[config.mk]
export PLATFORM = sky130hd
export DESIGN_NAME = program_loader
export DESIGN_NICKNAME = d
export VERILOG_FILES = /design/src/design/loader_pkg.sv /design/src/design/byte_assembler.sv /design/src/design/line_writer.sv /design/src/design/program_loader.sv /design/src/design/word_router.sv
export VERILOG_INCLUDE_DIRS = /design/src /design/src/design
export SDC_FILE = /design/constraint.sdc
export NUM_CORES = 1
export LEC_CHECK = 0
export ABC_AREA = 1
export BUFFER_PORTS_ARGS = -buffer_cell sky130_fd_sc_hd__buf_2
export CAP_MARGIN = 20
export CORE_MARGIN = 2
export CORE_UTILIZATION = 50
export CTS_CLUSTER_DIAMETER = 40
export DETAILED_ROUTE_END_ITERATION = 12
export MAX_ROUTING_LAYER = met4
export PLACE_DENSITY = 0.69
export SKIP_CTS_REPAIR_TIMING = 1
export SYNTH_ARGS = -nofsm -noshare
export SYNTH_HDL_FRONTEND = slang
export SYNTH_HIERARCHICAL = 1
export SYNTH_SLANG_ARGS = --single-unit
[constraint.sdc]
create_clock -name clk -period 9.3 [get_ports clk]
set_clock_uncertainty 0.2 [all_clocks]
set_input_delay 1.395 -clock clk [delete_from_list [all_inputs] [get_ports clk]]
set_output_delay 1.395 -clock clk [all_outputs]
set_load 0.01 [all_outputs]
[src/design/loader_settings.svh]
`ifndef LOADER_SETTINGS_SVH
`define LOADER_SETTINGS_SVH

// instruction memory size in words
`define LD_BRAM_WORDS 16
`define LD_BRAM_BYTES (`LD_BRAM_WORDS * 4)

// external memory line, lowest word first
`define LD_LINE_WORDS 4

// overflow queue, must be a power of two
`define LD_FIFO_DEPTH 8

`define LD_OPCODE_BITS 7
`define LD_WORD_BITS 32
`define LD_ADDR_BITS 32

`endif

[src/design/loader_pkg.sv]
`default_nettype none
`include "loader_settings.svh"

package loader_pkg;

    // one assembled word, seen raw or as an instruction
    typedef union packed {
        logic [`LD_WORD_BITS-1:0] raw;       // size header or data
        struct packed {
            logic [`LD_WORD_BITS-`LD_OPCODE_BITS-1:0] upper;
            logic [`LD_OPCODE_BITS-1:0]               opcode;  // zero ends the section
        } instr;
    } word_u;

    typedef struct packed {
        logic  valid;
        word_u data;
    } asm_word_t;

    typedef struct packed {
        logic                     en;
        logic                     sel;   // 1 instr memory, 0 data table
        logic [`LD_ADDR_BITS-1:0] addr;
        logic [`LD_WORD_BITS-1:0] data;
    } mem_wr_t;

    typedef struct packed {
        logic                     valid;
        logic [`LD_ADDR_BITS-1:0] addr;
        logic [`LD_WORD_BITS-1:0] data;
    } fifo_push_t;

    typedef struct packed {
        logic                                         valid;
        logic [`LD_ADDR_BITS-1:0]                     addr;
        logic [`LD_LINE_WORDS-1:0][`LD_WORD_BITS-1:0] data;  // [0] is lowest address
    } line_wr_t;

endpackage

`default_nettype wire

[src/design/byte_assembler.sv]
`timescale 1ns/100ps
`default_nettype none
`include "loader_settings.svh"

module byte_assembler (
    input  logic                  clk,
    input  logic                  rstn,
    input  logic [7:0]            rx_data,
    input  logic                  rx_valid,
    output logic                  rx_ready,
    output loader_pkg::asm_word_t word,
    input  logic                  word_ready,
    input  logic                  stop
);

    localparam int WB    = `LD_WORD_BITS;
    localparam int BYTES = WB / 8;
    localparam int IW    = $clog2(BYTES);

    logic [IW-1:0]   idx;     // byte position within the word
    logic [WB-9:0]   shift;   // bytes already received, byte 0 lowest
    logic            rx_take;

    // no new byte while a word waits downstream
    assign rx_ready = !word.valid && !stop;
    assign rx_take  = rx_valid && rx_ready;

    always_ff @(posedge clk) begin
        if (!rstn) begin
            idx        <= '0;
            word.valid <= 1'b0;
        end else begin
            if (word.valid && word_ready) begin
                word.valid <= 1'b0;
            end
            if (rx_take) begin
                idx <= idx + 1'b1;
                if (idx == IW'(BYTES - 1)) begin
                    word.valid    <= 1'b1;
                    word.data.raw <= {rx_data, shift};
                end else begin
                    shift <= {rx_data, shift[WB-9:8]};
                end
            end
        end
    end

    // a held word keeps its value and keeps the byte source stalled
    a_hold_word : assert property (@(posedge clk) disable iff (!rstn)
        word.valid && !word_ready |=> word.valid && $stable(word.data) && !rx_ready);

endmodule

`default_nettype wire

[src/design/line_writer.sv]
`timescale 1ns/100ps
`default_nettype none
`include "loader_settings.svh"

module line_writer (
    input  logic                   clk,
    input  logic                   rstn,
    input  loader_pkg::fifo_push_t push,
    output logic                   push_ready,
    input  logic                   instr_end,
    output loader_pkg::line_wr_t   line,
    input  logic                   line_ready,
    output logic                   empty
);

    localparam int AW    = `LD_ADDR_BITS;
    localparam int WB    = `LD_WORD_BITS;
    localparam int LINE  = `LD_LINE_WORDS;
    localparam int DEPTH = `LD_FIFO_DEPTH;
    localparam int PW    = $clog2(DEPTH);
    localparam int CW    = PW + 1;
    localparam int NW    = $clog2(LINE) + 1;

    logic [WB-1:0] fifo_data [DEPTH];
    logic [AW-1:0] fifo_addr [DEPTH];

    logic [PW-1:0] wr_ptr;
    logic [PW-1:0] rd_ptr;
    logic [CW-1:0] count;
    logic [NW-1:0] line_n;    // words in the line on the port
    logic          flush;     // terminator seen, short line allowed

    logic                     do_push;
    logic                     do_pop;
    logic                     full_line;
    logic                     start;
    logic [CW-1:0]            n_avail;
    logic [LINE-1:0][WB-1:0]  next_data;

    assign push_ready = (count != CW'(DEPTH));
    assign empty      = (count == '0) && !line.valid;

    always_comb begin
        do_push   = push.valid && push_ready;
        do_pop    = line.valid && line_ready;
        full_line = (count >= CW'(LINE));
        n_avail   = full_line ? CW'(LINE) : count;
        start     = !line.valid && (full_line || (flush && count != '0));
    end

    // words past the count are padded with zero
    always_comb begin
        next_data = '0;
        for (int i = 0; i < LINE; i++) begin
            if (CW'(i) < n_avail) begin
                next_data[i] = fifo_data[rd_ptr + PW'(i)];
            end
        end
    end

    always_ff @(posedge clk) begin
        if (do_push) begin
            fifo_data[wr_ptr] <= push.data;
            fifo_addr[wr_ptr] <= push.addr;
        end
    end

    always_ff @(posedge clk) begin
        if (!rstn) begin
            wr_ptr     <= '0;
            rd_ptr     <= '0;
            count      <= '0;
            flush      <= 1'b0;
            line_n     <= '0;
            line.valid <= 1'b0;
        end else begin
            if (do_push) begin
                wr_ptr <= wr_ptr + 1'b1;
            end
            if (do_pop) begin
                rd_ptr <= rd_ptr + PW'(line_n);   // ptr wraps at depth
            end
            count <= count + CW'(do_push) - (do_pop ? CW'(line_n) : '0);

            if (instr_end) begin
                flush <= 1'b1;
            end else if (start && !full_line) begin
                flush <= 1'b0;
            end

            if (start) begin
                line.valid <= 1'b1;
                line.addr  <= fifo_addr[rd_ptr] - AW'(`LD_BRAM_BYTES);
                line.data  <= next_data;
                line_n     <= NW'(n_avail);
            end else if (do_pop) begin
                line.valid <= 1'b0;
            end
        end
    end

    a_line_stable : assert property (@(posedge clk) disable iff (!rstn)
        line.valid && !line_ready |=>
            line.valid && $stable(line.addr) && $stable(line.data));

    a_count_bound : assert property (@(posedge clk) disable iff (!rstn)
        count <= CW'(DEPTH));

endmodule

`default_nettype wire

[src/design/program_loader.sv]
`timescale 1ns/100ps
`default_nettype none

module program_loader (
    input  logic                 clk,
    input  logic                 rstn,
    input  logic [7:0]           rx_data,
    input  logic                 rx_valid,
    output logic                 rx_ready,
    output loader_pkg::mem_wr_t  mem_wr,
    output loader_pkg::line_wr_t line,
    input  logic                 line_ready,
    output logic                 load_done
);

    loader_pkg::asm_word_t  word;
    loader_pkg::fifo_push_t push;

    logic word_ready;
    logic push_ready;
    logic instr_end;
    logic data_done;
    logic empty;

    byte_assembler byte_assembler_i (
        .clk        (clk),
        .rstn       (rstn),
        .rx_data    (rx_data),
        .rx_valid   (rx_valid),
        .rx_ready   (rx_ready),
        .word       (word),
        .word_ready (word_ready),
        .stop       (load_done)    // nothing more accepted once loaded
    );

    word_router word_router_i (
        .clk        (clk),
        .rstn       (rstn),
        .word       (word),
        .word_ready (word_ready),
        .push       (push),
        .push_ready (push_ready),
        .mem_wr     (mem_wr),
        .instr_end  (instr_end),
        .data_done  (data_done)
    );

    line_writer line_writer_i (
        .clk        (clk),
        .rstn       (rstn),
        .push       (push),
        .push_ready (push_ready),
        .instr_end  (instr_end),
        .line       (line),
        .line_ready (line_ready),
        .empty      (empty)
    );

    // sticky until reset
    always_ff @(posedge clk) begin
        if (!rstn) begin
            load_done <= 1'b0;
        end else if (data_done && empty) begin
            load_done <= 1'b1;
        end
    end

endmodule

`default_nettype wire

[src/design/word_router.sv]
`timescale 1ns/100ps
`default_nettype none
`include "loader_settings.svh"

module word_router (
    input  logic                   clk,
    input  logic                   rstn,
    input  loader_pkg::asm_word_t  word,
    output logic                   word_ready,
    output loader_pkg::fifo_push_t push,
    input  logic                   push_ready,
    output loader_pkg::mem_wr_t    mem_wr,
    output logic                   instr_end,
    output logic                   data_done
);

    localparam int AW = `LD_ADDR_BITS;
    localparam int WB = `LD_WORD_BITS;

    localparam logic [1:0] PH_SIZE  = 2'd0;
    localparam logic [1:0] PH_INSTR = 2'd1;
    localparam logic [1:0] PH_DATA  = 2'd2;

    logic [1:0]    phase;
    logic [AW-1:0] addr;       // byte address of the next word
    logic [AW-1:0] end_addr;   // terminator address, base of data table
    logic [WB-1:0] remain;     // bytes still expected after the header

    logic is_term;
    logic to_fifo;
    logic take;
    logic last;

    always_comb begin
        is_term = (phase == PH_INSTR) && (word.data.instr.opcode == '0);
        to_fifo = (phase == PH_INSTR) && !is_term && (addr >= AW'(`LD_BRAM_BYTES));
        // overflow words wait for room in the queue
        word_ready = !data_done && (!to_fifo || push_ready);
        take = word.valid && word_ready;
        last = (phase != PH_SIZE) && (remain <= WB'(4));
    end

    // push in the acceptance cycle
    always_comb begin
        push.valid = take && to_fifo;
        push.addr  = addr;
        push.data  = word.data.raw;
    end

    always_ff @(posedge clk) begin
        if (!rstn) begin
            phase     <= PH_SIZE;
            addr      <= '0;
            end_addr  <= '0;
            remain    <= '0;
            mem_wr.en <= 1'b0;
            instr_end <= 1'b0;
            data_done <= 1'b0;
        end else begin
            mem_wr.en <= 1'b0;
            instr_end <= 1'b0;
            if (take) begin
                case (phase)
                    PH_SIZE: begin
                        remain <= word.data.raw;   // byte count after header
                        phase  <= PH_INSTR;
                    end
                    PH_INSTR: begin
                        remain <= remain - WB'(4);
                        if (is_term) begin
                            // terminator is not stored anywhere
                            end_addr  <= addr;
                            instr_end <= 1'b1;
                            phase     <= PH_DATA;
                        end else begin
                            addr <= addr + AW'(4);
                            if (!to_fifo) begin
                                mem_wr.en   <= 1'b1;
                                mem_wr.sel  <= 1'b1;
                                mem_wr.addr <= addr;
                                mem_wr.data <= word.data.raw;
                            end
                        end
                    end
                    default: begin
                        remain      <= remain - WB'(4);
                        addr        <= addr + AW'(4);
                        mem_wr.en   <= 1'b1;
                        mem_wr.sel  <= 1'b0;
                        mem_wr.addr <= addr - end_addr;  // table starts at zero
                        mem_wr.data <= word.data.raw;
                    end
                endcase
                if (last) begin
                    data_done <= 1'b1;
                end
            end
        end
    end

    // queue space comes from the line writer
    a_push_room : assert property (@(posedge clk) disable iff (!rstn)
        push.valid |-> push_ready);

endmodule

`default_nettype wire

==> impl_metrics.toml <==
[floorplanning]
dieHeight_um = 298
die_w_um = 298
die_area_um2 = 88900
initial_core_util_pct = 50.6
rows = 107
coreArea_um2 = 85400
pin_count = 241

[synthesis]
yosysMostFrequentCell = "nand2_1"
synth-seq-area-share_pct = 60.4
synth_common_cells = "nand2_1 (1366), edfxtp_1 (791), inv_1 (397)"
synth-async-reset-ratio_pct = 0
synth_warnings = 6
avgSynthCellArea_um2 = 9.64
synth_edf_count = 791
synth_cells = 4485
syn_area_um2 = 43300
synthTopCellsByArea = "edfxtp_1 (55%), nand2_1 (12%), dfxtp_1 (5.5%)"
synthDistinctLibCells = 52
yosysTopAreaCell = "edfxtp_1"
yosysTopAreaCellShare_pct = 54.9
synthFlopType = "edfxtp_1"
synth.ff_latch_count = 910

[routing]
top_layer = "met4"
dr.pass1.iters = 6
dr_wl_met3_um = 11600
vias_per_cell = 5.55
met2WireLength_um = 53800
route.detailed.drc = 0
drtAntennaViolNets = 0
vias = 32700
wl_per_cell_um = 20.3
drt_iter0_markers = 3284
wl_met1_um = 50100
wl_um = 119000

[sta]
hold_viol = 0
final.setup.tns_ps = 0
maxSlewHeadroom_pct = 19.2
min_period_ps = 5150
whs_ps = 220
drv_slew = 0
min_period_over_period_pct = 55.4
max_freq_mhz = 194
worst_pin_slew_ps = 1210
setup_viol = 0
rsz0062_at_grt = "no"

[cts]
clock-sinks = 910
cts.path.max_buffers = 3
cts_tree = "done"
cts_buffers = 120
clock_latency_ps = 680
clk_pin_slew_ps = 60
cts_root_buf = "clkbuf_16"
cts_max_level = 3

[placed_design]
portBuffers = 238
routabilityCongestion = 0.937
hpwlAfterDp_um = 75000

[power]
powerDensity_nw_per_um2 = 187
power.switching_mw = 1.89
pwr-share-clk_pct = 51.6
leakagePower_nw = 19.1
p_seq_share_pct = 47.7
switching_share_pct = 20.5
ir_drop_v = 0.000160
combPwrFrac_pct = 0.8
p_int_mw = 7.34

[layout]
drive_gt1_share_pct = 12.0
area_growth_pct = 14.0
fill_cells = 7273
num-nets-final = 4696

[hold_path]
hold_path_depth = 0
hp-start = "byte_assembler_i/shift[7]"
hold_path_class = "flip-flop to flip-flop"
worstHoldEndpoint = "byte_assembler_i/word[7]"

[global_route]
grt_util_all_layers_pct = 27.2
grt-ovfl-total = 0
grt_max_degree = 229
grt_pass1_vias = 30600
grt_first_pass_wirelength_um = 180000
antenna_found_initial = 5

[run]
cap_violations = 0

[setup_path]
reg2reg_setup_slack_ps = 4150
cpMostUsedCell = "nand3_1"
crit_chain = "nor2_1, nand3_1, nor2_1, nand3_1, nand3_2, nand2_4, nor2_8, nand3_1, inv_1, nand2_1, inv_1, nand2_1, nor2_4, buf_4"
worst_setup_path_end_kind = "flip-flop"
cp-start-kind = "flip-flop"
worst_path_largest_cell_delay_ps = 790
worst_r2r_path_depth = 14
reg2reg_to = "line_writer_i/fifo_data[4][20]"
critical_path_buf_inv_count = 3
required_ps = 9390
rr_startpoint = "word_router_i/addr[28]"
crit_fanout = 54
cp.arrival_ps = 5240
cp.depth = 14
worstSetupPathType = "flip-flop to flip-flop"
crit_slowest_cell = "buf_4"
critPathTopFamily = "simple AND/OR/NAND/NOR gates"

[outcome]
status = "completed"
[cell type report]
type                    instances  area [µm²]  area share, %
diodes                          2        5.00         0.0101
clock buffers                 143        3260           6.60
clock inverters                83         995           2.02
inverters                     408        1540           3.11
multi-input cells            2916       14400           29.1
flip-flops and latches        910       26100           53.0
well taps                    1144        1430           2.90
repair buffers                280        1580           3.20
[per-layer routing]
layer	track usage, %	vias up
li1	-	15400
met1	37.3	15400
met2	41.3	1604
met3	4.02	285
met4	9.76	0
met5	-	-
[worst reg2reg max path: cells and delay by family (launching register included)]
kind	cells	cell delay [ps]
buf+inv	3	1030
simple gates	11	2970
flops	1	520
[power by group through the flow]
stage	Clock, mW	Sequential (mW)	Combinational [mW]
finish	4.76	4.40	0.0700
global route	5.00	4.40	0.0790
CTS	4.83	4.40	0.0694
detailed placement	0	4.48	0.0691
global placement	0	4.48	0.0686
floorplan	0	4.48	0.0552
[worst max path at each step]
stage / startpoint / to / slack, ps
after global placement: word_router_i/addr[23] / line_writer_i/fifo_data[2][10] / 4100
after detailed placement: word_router_i/addr[26] / line_writer_i/fifo_data[4][14] / 4140
final: word_router_i/addr[28] / line_writer_i/fifo_data[4][20] / 4150
after CTS: word_router_i/addr[28] / line_writer_i/fifo_data[4][20] / 4130
after floorplan: rstn / line_writer_i/line[0] / 260
after global routing: word_router_i/addr[25] / line_writer_i/fifo_data[4][12] / 3880
[registers in the layout, indices dropped and copies added, names as in the netlist, 2 cells and up, named ones only]
name / cells
byte_assembler_i/word: 33
word_router_i/mem_wr: 64
line_writer_i/count: 4
line_writer_i/wr_ptr: 3
word_router_i/end_addr: 30
line_writer_i/line_n: 3
line_writer_i/fifo_data: 256
line_writer_i/line: 161
word_router_i/addr: 30
line_writer_i/rd_ptr: 3
byte_assembler_i/idx: 2
word_router_i/phase: 2
line_writer_i/fifo_addr: 256
word_router_i/remain: 32
byte_assembler_i/shift: 24
[through the flow]
step | power, mW | cells | area (µm²) | worst slack [ps] | util (%)
final | 9.23 | 5886 | 49300 | 4150 | 57.7
after global routing | 9.47 | 5885 | 49300 | 3880 | 57.7
after CTS | 9.30 | 5884 | 49300 | 4130 | 57.7
after detailed placement | 4.55 | 5658 | 45100 | 4140 | 52.8
after global placement | 4.55 | 5655 | 45000 | 4100 | 52.7
after floorplan | 4.53 | 4488 | 43300 | 264 | -
[placed cells by master, fill, tap and decap left out, types with 7 or more instances in the layout]
master and count:
nand2_2 15, ha_1 44, o22ai_1 29, mux2i_1 97
dfxtp_1 115, bufinv_16 14, o21ai_0 185, o211ai_1 62
clkinv_1 8, inv_6 10, nand3_1 287, inv_8 9
clkinv_2 16, clkinvlp_4 11, o21ai_1 13, nand2_1 1366
a221oi_1 7, a21oi_1 255, clkbuf_1 12, nor2_2 12
clkbuf_16 125, o21bai_1 8, inv_2 10, buf_2 238
a31oi_1 15, o21a_1 12, nor2_4 18, edfxtp_1 791
clkinv_4 15, nor3_1 31, nor2_1 304, a41oi_1 30
nand3b_1 7, nand4_1 17, xnor2_1 27, buf_4 37
inv_1 392, xor2_1 35
[cell families (layout without fill, tap and decap cells)]
logic type	after synthesis	count (layout)	share of synthesized area, %
flip-flops	910	910	60.4
AND/OR/NAND/NOR	2079	2079	19.7
XOR/XNOR	64	64	1.30
multiplexers	97	97	2.24
AO/OA/AOI/OAI	624	624	8.20
other	1	6	0.00867
buffers and inverters	662	914	6.72
adder cells (fa/ha/maj)	48	48	1.44
(Power assumes the default switching activity.)
